## config.mk

```make
export PLATFORM = sky130hd
export DESIGN_NAME = status_panel_top
export DESIGN_NICKNAME = d
export VERILOG_FILES = /design/src/axil_pkg.sv /design/src/panel_pkg.sv /design/src/panel_regs.sv /design/src/rgb_indicator.sv /design/src/seg7_scan.sv /design/src/status_panel_top.sv
export SDC_FILE = /design/constraint.sdc
export NUM_CORES = 1
export LEC_CHECK = 0
export BUFFER_PORTS_ARGS = -buffer_cell sky130_fd_sc_hd__buf_2
export CAP_MARGIN = 25
export CORE_MARGIN = 2
export CORE_UTILIZATION = 53
export DETAILED_ROUTE_END_ITERATION = 6
export GPL_TIMING_DRIVEN = 0
export HOLD_SLACK_MARGIN = 0.12
export PLACE_DENSITY_LB_ADDON = 0.05
export SLEW_MARGIN = 20
export SYNTH_ARGS = -nofsm -noshare
export SYNTH_HDL_FRONTEND = slang
export SYNTH_SLANG_ARGS = --single-unit
```

## constraint.sdc

```tcl
create_clock -name CORE_CLK -period 7.1 [get_ports CORE_CLK]
set_input_delay 0.71 -clock CORE_CLK [delete_from_list [all_inputs] [get_ports CORE_CLK]]
set_output_delay 0.71 -clock CORE_CLK [all_outputs]
set_load 0.03 [all_outputs]
```

## src/axil_pkg.sv

```systemverilog
package axil_pkg;

    localparam int ADDR_W = 8;
    localparam int DATA_W = 32;
    localparam int STRB_W = DATA_W / 8;

    typedef logic [ADDR_W-1:0] addr_t;
    typedef logic [DATA_W-1:0] data_t;
    typedef logic [STRB_W-1:0] strb_t;
    typedef logic [1:0]        resp_t;

    localparam resp_t RESP_OKAY   = 2'b00;
    localparam resp_t RESP_SLVERR = 2'b10;

    // manager to subordinate
    typedef struct packed {
        addr_t awaddr;
        logic  awvalid;
        data_t wdata;
        strb_t wstrb;
        logic  wvalid;
        logic  bready;
        addr_t araddr;
        logic  arvalid;
        logic  rready;
    } axil_req_t;

    // subordinate to manager
    typedef struct packed {
        logic  awready;
        logic  wready;
        resp_t bresp;
        logic  bvalid;
        logic  arready;
        data_t rdata;
        resp_t rresp;
        logic  rvalid;
    } axil_rsp_t;

    // register map
    localparam addr_t REG_CONTROL  = 8'h00;
    localparam addr_t REG_PRIV     = 8'h04;
    localparam addr_t REG_DISPLAY  = 8'h08;
    localparam addr_t REG_CYCLE_LO = 8'h0C;
    localparam addr_t REG_CYCLE_HI = 8'h10;

    // CONTROL bits, same position on read and write
    localparam int CTRL_INIT_BIT = 0;
    localparam int CTRL_LOAD_BIT = 1;
    localparam int CTRL_STOP_BIT = 2;

endpackage

```

## src/panel_pkg.sv

```systemverilog
package panel_pkg;

    typedef logic [3:0] nibble_t;
    typedef logic [7:0] seg_t;
    typedef logic [7:0] anode_t;
    typedef logic [2:0] digit_idx_t;

    // bit 2 blue, bit 1 green, bit 0 red
    typedef logic [2:0] rgb_t;

    // RISC-V privilege encodings, 2 is reserved
    typedef enum logic [1:0] {
        PRIV_U = 2'd0,
        PRIV_S = 2'd1,
        PRIV_M = 2'd3
    } priv_e;

    typedef struct packed {
        logic        init_done;
        logic        loading;
        priv_e       priv;
        logic [31:0] disp_value;
    } panel_ctrl_t;

    localparam rgb_t RGB_OFF   = 3'b000;
    localparam rgb_t RGB_BLUE  = 3'b100;
    localparam rgb_t RGB_GREEN = 3'b010;
    localparam rgb_t RGB_RED   = 3'b001;

    // segment order is dp a b c d e f g, active high
    localparam seg_t GLYPH_BLANK = 8'b0000_0000;
    localparam seg_t GLYPH_DP    = 8'b1000_0000;
    localparam seg_t GLYPH_UC_A  = 8'b0111_0111;
    localparam seg_t GLYPH_LC_A  = 8'b0111_1101;
    localparam seg_t GLYPH_C     = 8'b0000_1101;
    localparam seg_t GLYPH_D     = 8'b0011_1101;
    localparam seg_t GLYPH_G     = 8'b0111_1011;
    localparam seg_t GLYPH_H     = 8'b0001_0111;
    localparam seg_t GLYPH_I     = 8'b0001_0000;
    localparam seg_t GLYPH_L     = 8'b0000_1110;
    localparam seg_t GLYPH_N     = 8'b0001_0101;
    localparam seg_t GLYPH_O     = 8'b0001_1101;
    localparam seg_t GLYPH_P     = 8'b0110_0111;
    localparam seg_t GLYPH_R     = 8'b0000_0101;

    // hex digits, entry F on the left
    localparam seg_t [15:0] HEX_GLYPH = {
        8'b0100_0111, 8'b0100_1111, 8'b0011_1101, 8'b0100_1110,
        8'b0001_1111, 8'b0111_0111, 8'b0111_1011, 8'b0111_1111,
        8'b0111_0000, 8'b0101_1111, 8'b0101_1011, 8'b0011_0011,
        8'b0111_1001, 8'b0110_1101, 8'b0011_0000, 8'b0111_1110
    };

    // "ArchProc", digit 7 on the left
    localparam seg_t [7:0] IDLE_BANNER = {
        GLYPH_UC_A, GLYPH_R, GLYPH_C, GLYPH_H,
        GLYPH_P, GLYPH_R, GLYPH_O, GLYPH_C
    };

    // entry 15 on the left, seven blanks lead in at the low end
    localparam seg_t [15:0] LOAD_STRIP = {
        GLYPH_DP, GLYPH_DP, GLYPH_G, GLYPH_N, GLYPH_I, GLYPH_D, GLYPH_LC_A, GLYPH_O,
        GLYPH_L, {7{GLYPH_BLANK}}
    };

endpackage

```

## src/panel_regs.sv

```systemverilog
`timescale 1ns/100ps

module panel_regs
    import axil_pkg::*;
    import panel_pkg::*;
#(
    parameter int unsigned HEARTBEAT_DIV = 32000000
) (
    input  logic        CORE_CLK,
    input  logic        arst_n,
    input  axil_req_t   axi_req,
    output axil_rsp_t   axi_rsp,
    output panel_ctrl_t panel_ctrl,
    output logic        heartbeat
);

    localparam int HB_W = $clog2(HEARTBEAT_DIV + 1);

    typedef enum logic [1:0] {
        ST_IDLE,
        ST_WRESP,
        ST_RRESP
    } bus_state_e;

    bus_state_e      state;
    panel_ctrl_t     ctrl_q;
    logic            stopped;
    logic [63:0]     cycle_cnt;
    logic [HB_W-1:0] hb_cnt;
    logic            wr_go;
    logic            rd_go;
    logic            wr_ok;
    resp_t           bresp_q;
    resp_t           rresp_q;
    data_t           rdata_q;
    data_t           rd_mux;
    resp_t           rd_resp;

    // one transaction in flight, a write wins a tie with a read
    assign wr_go = (state == ST_IDLE) && axi_req.awvalid && axi_req.wvalid;
    assign rd_go = (state == ST_IDLE) && axi_req.arvalid && !wr_go;

    assign wr_ok = (axi_req.awaddr == REG_CONTROL) ||
                   (axi_req.awaddr == REG_PRIV) ||
                   (axi_req.awaddr == REG_DISPLAY);

    always_ff @(posedge CORE_CLK or negedge arst_n) begin
        if (!arst_n) begin
            state   <= ST_IDLE;
            ctrl_q  <= '0;
            stopped <= 1'b0;
        end else begin
            case (state)
                ST_IDLE: begin
                    if (wr_go) begin
                        state <= ST_WRESP;
                    end else if (rd_go) begin
                        state <= ST_RRESP;
                    end
                end
                ST_WRESP: begin
                    if (axi_req.bready) begin
                        state <= ST_IDLE;
                    end
                end
                ST_RRESP: begin
                    if (axi_req.rready) begin
                        state <= ST_IDLE;
                    end
                end
                default: state <= ST_IDLE;
            endcase

            if (wr_go) begin
                case (axi_req.awaddr)
                    REG_CONTROL: begin
                        if (axi_req.wstrb[0]) begin
                            // init ends any load in progress
                            if (axi_req.wdata[CTRL_INIT_BIT]) begin
                                ctrl_q.init_done <= 1'b1;
                                ctrl_q.loading   <= 1'b0;
                            end else if (axi_req.wdata[CTRL_LOAD_BIT] && !ctrl_q.init_done) begin
                                ctrl_q.loading <= 1'b1;
                            end
                            if (axi_req.wdata[CTRL_STOP_BIT]) begin
                                stopped <= 1'b1;
                            end
                        end
                    end
                    REG_PRIV: begin
                        if (axi_req.wstrb[0]) begin
                            ctrl_q.priv <= priv_e'(axi_req.wdata[1:0]);
                        end
                    end
                    REG_DISPLAY: begin
                        for (int b = 0; b < STRB_W; b++) begin
                            if (axi_req.wstrb[b]) begin
                                ctrl_q.disp_value[b*8 +: 8] <= axi_req.wdata[b*8 +: 8];
                            end
                        end
                    end
                    default: ;
                endcase
            end
        end
    end

    // core cycles, frozen for good once stopped
    always_ff @(posedge CORE_CLK or negedge arst_n) begin
        if (!arst_n) begin
            cycle_cnt <= '0;
        end else if (ctrl_q.init_done && !stopped) begin
            cycle_cnt <= cycle_cnt + 64'd1;
        end
    end

    always_ff @(posedge CORE_CLK or negedge arst_n) begin
        if (!arst_n) begin
            hb_cnt    <= '0;
            heartbeat <= 1'b0;
        end else if (hb_cnt == HB_W'(HEARTBEAT_DIV - 1)) begin
            hb_cnt    <= '0;
            heartbeat <= ~heartbeat;
        end else begin
            hb_cnt <= hb_cnt + 1'b1;
        end
    end

    always_comb begin
        rd_mux  = '0;
        rd_resp = RESP_OKAY;
        case (axi_req.araddr)
            REG_CONTROL: begin
                rd_mux[CTRL_INIT_BIT] = ctrl_q.init_done;
                rd_mux[CTRL_LOAD_BIT] = ctrl_q.loading;
                rd_mux[CTRL_STOP_BIT] = stopped;
            end
            REG_PRIV:     rd_mux = {30'd0, ctrl_q.priv};
            REG_DISPLAY:  rd_mux = ctrl_q.disp_value;
            REG_CYCLE_LO: rd_mux = cycle_cnt[31:0];
            REG_CYCLE_HI: rd_mux = cycle_cnt[63:32];
            default:      rd_resp = RESP_SLVERR;
        endcase
    end

    // response payload, captured at the handshake
    always_ff @(posedge CORE_CLK) begin
        if (wr_go) begin
            bresp_q <= wr_ok ? RESP_OKAY : RESP_SLVERR;
        end
        if (rd_go) begin
            rdata_q <= rd_mux;
            rresp_q <= rd_resp;
        end
    end

    assign axi_rsp.awready = wr_go;
    assign axi_rsp.wready  = wr_go;
    assign axi_rsp.bvalid  = (state == ST_WRESP);
    assign axi_rsp.bresp   = bresp_q;
    assign axi_rsp.arready = rd_go;
    assign axi_rsp.rvalid  = (state == ST_RRESP);
    assign axi_rsp.rdata   = rdata_q;
    assign axi_rsp.rresp   = rresp_q;

    assign panel_ctrl = ctrl_q;

    // a response stays up and unchanged until the manager takes it
    bvalid_held: assert property (@(posedge CORE_CLK) disable iff (!arst_n)
        axi_rsp.bvalid && !axi_req.bready |=> axi_rsp.bvalid && $stable(axi_rsp.bresp));

    rvalid_held: assert property (@(posedge CORE_CLK) disable iff (!arst_n)
        axi_rsp.rvalid && !axi_req.rready
        |=> axi_rsp.rvalid && $stable(axi_rsp.rdata) && $stable(axi_rsp.rresp));

endmodule

```

## src/rgb_indicator.sv

```systemverilog
`timescale 1ns/100ps

module rgb_indicator
    import panel_pkg::*;
#(
    parameter int unsigned PWM_BITS = 12
) (
    input  logic        CORE_CLK,
    input  logic        arst_n,
    input  panel_ctrl_t panel_ctrl,
    output rgb_t        rgb
);

    localparam int PH_W = PWM_BITS + 1;

    // per colour, index 0 red, 1 green, 2 blue
    localparam int unsigned PHASE_STEP [3] = '{5, 3, 2};
    localparam int unsigned PHASE_INIT [3] = '{1 << (PWM_BITS - 1), 1 << (PWM_BITS - 2), 0};

    logic [PWM_BITS-1:0] ramp;
    logic [PH_W-1:0]     phase [3];
    logic [3:0]          blink_cnt;
    rgb_t                pwm;
    rgb_t                priv_rgb;

    always_ff @(posedge CORE_CLK or negedge arst_n) begin
        if (!arst_n) begin
            ramp      <= '0;
            blink_cnt <= '0;
            for (int c = 0; c < 3; c++) begin
                phase[c] <= PH_W'(PHASE_INIT[c]);
            end
        end else begin
            ramp      <= ramp + 1'b1;
            blink_cnt <= blink_cnt + 4'd1;
            if (ramp == '0) begin
                for (int c = 0; c < 3; c++) begin
                    phase[c] <= phase[c] + PH_W'(PHASE_STEP[c]);
                end
            end
        end
    end

    // top phase bit picks the falling half of the triangle
    always_comb begin
        for (int c = 0; c < 3; c++) begin
            if (phase[c][PWM_BITS]) begin
                pwm[c] = (phase[c][PWM_BITS-1:0] < ramp);
            end else begin
                pwm[c] = (phase[c][PWM_BITS-1:0] >= ramp);
            end
        end
    end

    always_comb begin
        case (panel_ctrl.priv)
            PRIV_U:  priv_rgb = RGB_BLUE;
            PRIV_S:  priv_rgb = RGB_GREEN;
            PRIV_M:  priv_rgb = RGB_RED;
            default: priv_rgb = RGB_OFF;
        endcase
    end

    // short flash, one clock out of sixteen
    always_ff @(posedge CORE_CLK or negedge arst_n) begin
        if (!arst_n) begin
            rgb <= RGB_OFF;
        end else if (panel_ctrl.loading) begin
            rgb <= pwm;
        end else if (panel_ctrl.init_done && blink_cnt == 4'd0) begin
            rgb <= priv_rgb;
        end else begin
            rgb <= RGB_OFF;
        end
    end

endmodule

```

## src/seg7_scan.sv

```systemverilog
`timescale 1ns/100ps

module seg7_scan
    import panel_pkg::*;
#(
    parameter int unsigned SCAN_DIV       = 16000,
    parameter int unsigned LOAD_STEP_BITS = 25
) (
    input  logic        CORE_CLK,
    input  logic        arst_n,
    input  panel_ctrl_t panel_ctrl,
    output seg_t        seg_n,
    output anode_t      an_n
);

    localparam int SCAN_W = $clog2(SCAN_DIV + 1);

    logic [SCAN_W-1:0]         scan_cnt;
    logic                      scan_tick;
    digit_idx_t                digit;
    digit_idx_t                digit_nxt;
    logic [LOAD_STEP_BITS-1:0] step_cnt;
    logic [3:0]                strip_pos;
    logic [3:0]                strip_idx;
    nibble_t                   hex_digit;
    seg_t                      glyph;

    assign scan_tick = (scan_cnt == SCAN_W'(SCAN_DIV - 1));
    assign digit_nxt = digit + 3'd1;

    // digit starts at 7 so the first tick lights digit 0
    always_ff @(posedge CORE_CLK or negedge arst_n) begin
        if (!arst_n) begin
            scan_cnt <= '0;
            digit    <= 3'd7;
            an_n     <= '1;
        end else if (scan_tick) begin
            scan_cnt <= '0;
            digit    <= digit_nxt;
            an_n     <= ~(anode_t'(1) << digit_nxt);
        end else begin
            scan_cnt <= scan_cnt + 1'b1;
        end
    end

    // strip position moves once per full wrap of step_cnt
    always_ff @(posedge CORE_CLK or negedge arst_n) begin
        if (!arst_n) begin
            step_cnt  <= '0;
            strip_pos <= '0;
        end else if (panel_ctrl.loading) begin
            step_cnt <= step_cnt + 1'b1;
            if (&step_cnt) begin
                strip_pos <= strip_pos + 4'd1;
            end
        end
    end

    // digit 7 is leftmost, so it gets the oldest strip entry
    assign strip_idx = strip_pos + 4'd7 - {1'b0, digit};
    assign hex_digit = panel_ctrl.disp_value[{digit, 2'b00} +: 4];

    always_comb begin
        if (panel_ctrl.loading) begin
            glyph = LOAD_STRIP[strip_idx];
        end else if (!panel_ctrl.init_done) begin
            glyph = IDLE_BANNER[digit];
        end else begin
            glyph = HEX_GLYPH[hex_digit];
        end
    end

    // cathodes are active low on the board
    always_ff @(posedge CORE_CLK or negedge arst_n) begin
        if (!arst_n) begin
            seg_n <= '1;
        end else begin
            seg_n <= ~glyph;
        end
    end

    an_one_digit: assert property (@(posedge CORE_CLK) disable iff (!arst_n)
        $onehot0(~an_n));

endmodule

```

## src/status_panel_top.sv

```systemverilog
`timescale 1ns/100ps

module status_panel_top
    import axil_pkg::*;
    import panel_pkg::*;
#(
    parameter int unsigned SCAN_DIV       = 16000,
    parameter int unsigned LOAD_STEP_BITS = 25,
    parameter int unsigned PWM_BITS       = 12,
    parameter int unsigned HEARTBEAT_DIV  = 32000000
) (
    input  logic      CORE_CLK,
    input  logic      arst_n,
    input  axil_req_t axi_req,
    output axil_rsp_t axi_rsp,
    output seg_t      seg_n,
    output anode_t    an_n,
    output rgb_t      rgb,
    output logic      heartbeat
);

    panel_ctrl_t panel_ctrl;

    panel_regs #(
        .HEARTBEAT_DIV (HEARTBEAT_DIV)
    ) regs0 (
        .CORE_CLK   (CORE_CLK),
        .arst_n     (arst_n),
        .axi_req    (axi_req),
        .axi_rsp    (axi_rsp),
        .panel_ctrl (panel_ctrl),
        .heartbeat  (heartbeat)
    );

    seg7_scan #(
        .SCAN_DIV       (SCAN_DIV),
        .LOAD_STEP_BITS (LOAD_STEP_BITS)
    ) scan0 (
        .CORE_CLK   (CORE_CLK),
        .arst_n     (arst_n),
        .panel_ctrl (panel_ctrl),
        .seg_n      (seg_n),
        .an_n       (an_n)
    );

    rgb_indicator #(
        .PWM_BITS (PWM_BITS)
    ) rgb0 (
        .CORE_CLK   (CORE_CLK),
        .arst_n     (arst_n),
        .panel_ctrl (panel_ctrl),
        .rgb        (rgb)
    );

endmodule

```

==> impl_metrics.py <==
metrics = {
    "routing": {
        "vias": 9514,
        "wire_per_inst_um": 17.2,
        "first_pass_iters": 5,
        "antenna_left": 0,
        "finalWirelength_mm": 30.0,
        "drc": 0,
        "vias_per_cell": 5.45,
        "drt-initial-drc-count": 580,
    },
    "clocking": {
        "numCtsBuffers": 31,
        "clk_latency_ps": 560,
        "clockBufferDepth": 3,
        "clock_sinks": 282,
        "root_buffer": "clkbuf_16",
        "path_clk_slew_ps": 60,
        "tritoncts": "done",
        "htreeDepth": 1,
        "post_cts_resized": 0,
    },
    "sta": {
        "tightest_slew_ps": 913,
        "setup_tns_ps": 0,
        "rsz0062_at_grt": "no",
        "finalCritPeriodShare_pct": 45.4,
        "setup_slack_ps": 3880,
        "finalHoldViolations": 0,
        "setup_viol": 0,
        "skew_ps": 17.4,
        "drv_slew": 0,
        "max_freq_mhz": 310,
        "relSlewSlack_pct": 39.2,
        "fin_crit_ps": 3220,
    },
    "yosys": {
        "synth_top_family_by_area": "simple AND/OR/NAND/NOR gates",
        "ys_ff_latch": 282,
        "yosys.area.top_type_share_pct": 41.0,
        "synth-xor-area-share_pct": 11.1,
        "synthTopCellsByArea": "dfrtp_1, edfxtp_1, xnor2_1, ha_1, xor2_1",
        "syn_avg_cell_area_um2": 11.3,
        "syn_inst": 1230,
        "synth-main-ff-cell": "dfrtp_1",
        "synthMuxAreaShare_pct": 7.31,
        "synth-edff-count": 34,
        "synth_cell_type_count": 59,
        "seq_area_frac_synth_pct": 52.3,
        "synth_warnings": 0,
        "synth_fa_ha_area_share_pct": 6.01,
        "synth_compound_area_share_pct": 5.39,
        "synth_commonest_cells": "dfrtp_1, nand2_1, xnor2_1",
        "async_flop_share_pct": 87.9,
        "synth_area_um2": 13900,
        "synth.largest_area_cell": "dfrtp_1",
        "synth_most_common_cell": "dfrtp_1",
        "synth_simple_gate_area_share_pct": 15.6,
    },
    "global_routing": {
        "grt_max_degree": 99,
        "grt_pass1_vias": 9448,
        "grt_first_pass_wirelength_mm": 49.6,
        "grt_use_total_pct": 22.1,
        "gr-total-overflow": 0,
        "antenna_found_initial": 3,
    },
    "worst_hold_path": {
        "hold_depth": 2,
        "min_to": "regs0.stopped",
        "hp-class": "input pin to flip-flop",
        "hold_path_startpoint": "axi_req[18]",
    },
    "floorplan": {
        "die_area_um2": 27500,
        "die_y_um": 166,
        "row_count": 59,
        "io_pins": 120,
        "start_util_pct": 53.7,
        "coreArea_um2": 25800,
        "die_width_um": 166,
    },
    "critical_path": {
        "worstPathMaxFanout": 9,
        "required_ps": 7560,
        "cp-start-kind": "flip-flop",
        "path_class": "flip-flop to flip-flop",
        "cp_data_arrival_time_ps": 3680,
        "rrSetupSlack_ps": 3880,
        "cp-startpoint": "scan0.digit[0]",
        "reg2reg_depth": 8,
        "endpoint_kind": "flip-flop",
        "r2r-start": "scan0.digit[0]",
        "r2r_end": "scan0.seg_n[4]",
    },
    "final_layout": {
        "post-route-util_pct": 62.0,
        "area_delta_synth_final_pct": 15.6,
        "final_area_um2": 16000,
        "nets": 1509,
        "nFillCells": 2139,
        "drive_gt1_share_pct": 18.6,
    },
    "power": {
        "power.total_w": 0.00358,
        "ir_drop_mv": 0.208,
        "p_leak_nw": 7.57,
        "p_per_area_nw_per_um2": 224,
    },
    "placed_design": {
        "place_congestion": 0.866,
        "hpwl_mm": 21.8,
        "port-buffer-count": 116,
        "dpl_cell_area_um2": 15000,
        "pre_cts_ws_ps": 3570,
    },
    "status": {
        "outcome": "complete, no violations",
    },
    "flow_run": {
        "maxCapViolations": 0,
    },
}
==> flip-flops by register name, summed over array words and instances (netlist names), 4 cells and up <==
name and flops:
regs0.cycle_cnt 64, rgb0.phase 38, regs0.panel_ctrl 36, regs0.rdata_q 32
regs0.hb_cnt 25, scan0.step_cnt 25, scan0.scan_cnt 14, rgb0.ramp 12
scan0.an_n 8, scan0.seg_n 8, rgb0.blink_cnt 4, scan0.strip_pos 4
==> worst max-delay path, cell delays in order (launching register included) <==
cell and delay [ps]:
dfstp_2 560, buf_2 340, mux4_2 590, mux2i_1 420, inv_1 130, ha_1 260, o311ai_0 430, o21ai_0 140
o21ai_0 270
==> metal layers <==
metal / vias to the layer above / global-route usage, % / share of wire [%]
li1: 4626 / - / -
met5: - / 0 / 0.043
met4: 2 / 5.41 / 2.0
met1: 4639 / 33.1 / 49
met2: 202 / 34.0 / 45
met3: 45 / 3.72 / 4.8
==> where the power goes <==
part	total [W]	switching (W)	internal, W
Clock	0.00164	0.000643	0.000996
Sequential	0.00172	0.0000361	0.00168
Combinational	0.000225	0.000144	0.0000808
Total	0.00358	0.000823	0.00276
==> layout make-up <==
type	count	area, um^2	area share [%]
clock buffers	40	861	5.37
plain buffers	33	151	0.945
repair buffers	120	676	4.22
well taps	335	419	2.62
multi-input cells	874	6310	39.4
inverters	42	158	0.984
diodes	2	5.00	0.0312
clock inverters	17	191	1.19
flip-flops and latches	282	7250	45.3
==> layout by cell type (no fill, tap or decap), types with 6 or more instances in the layout <==
| cell type | count |
|---|---|
| a31oi_1 | 10 |
| xnor2_1 | 111 |
| nand3_1 | 64 |
| nor2b_1 | 16 |
| nand4_1 | 37 |
| clkbuf_16 | 32 |
| mux4_2 | 10 |
| nor3_1 | 16 |
| xor2_1 | 65 |
| a21o_1 | 11 |
| dfrtp_1 | 227 |
| and2_1 | 8 |
| dfstp_2 | 21 |
| nor4b_1 | 6 |
| a21oi_1 | 24 |
| nand2_1 | 120 |
| buf_2 | 122 |
| mux2_2 | 38 |
| ha_1 | 65 |
| inv_1 | 41 |
| o21ai_0 | 49 |
| clkbuf_1 | 24 |
| edfxtp_1 | 34 |
| clkinv_2 | 8 |
| mux2i_1 | 36 |
| and4_1 | 16 |
| and3_1 | 35 |
| nor2_1 | 78 |
==> repair_timing <==
item | CTS | global route
setup buffers | 0 | 0
endpoints found under the hold margin | 53 | 0
hold buffers | 1 | 0
setup endpoints to repair | 0 | 0
==> kinds of logic (layout without fill, tap and decap cells) <==
logic type | Yosys count | in the layout
DFF | 282 | 282
buffers and inverters | 75 | 252
other | 1 | 4
and+or+nand+nor | 422 | 422
AOI/OAI and AO/OA | 124 | 124
muxes | 84 | 84
xor gates and xnor gates | 176 | 176
adders and majority gates | 66 | 66
==> metrics by stage <==
stage | hold slack [ps] | std cells
floorplan | 414 | 1231
global placement | 452 | 1682
detailed placement | 458 | 1685
CTS | 355 | 1743
global route | 362 | 1744
finish | 373 | 1745
==> how the worst max path moves through the flow <==
stage | endpoint | slack (ps)
floorplan | axi_rsp[35] | 4410
global placement | regs0.cycle_cnt[39] | 750
detailed placement | regs0.panel_ctrl[20] | 3570
CTS | scan0.seg_n[4] | 3870
global route | scan0.seg_n[4] | 3600
finish | scan0.seg_n[4] | 3880
(Power assumes the default switching activity.)
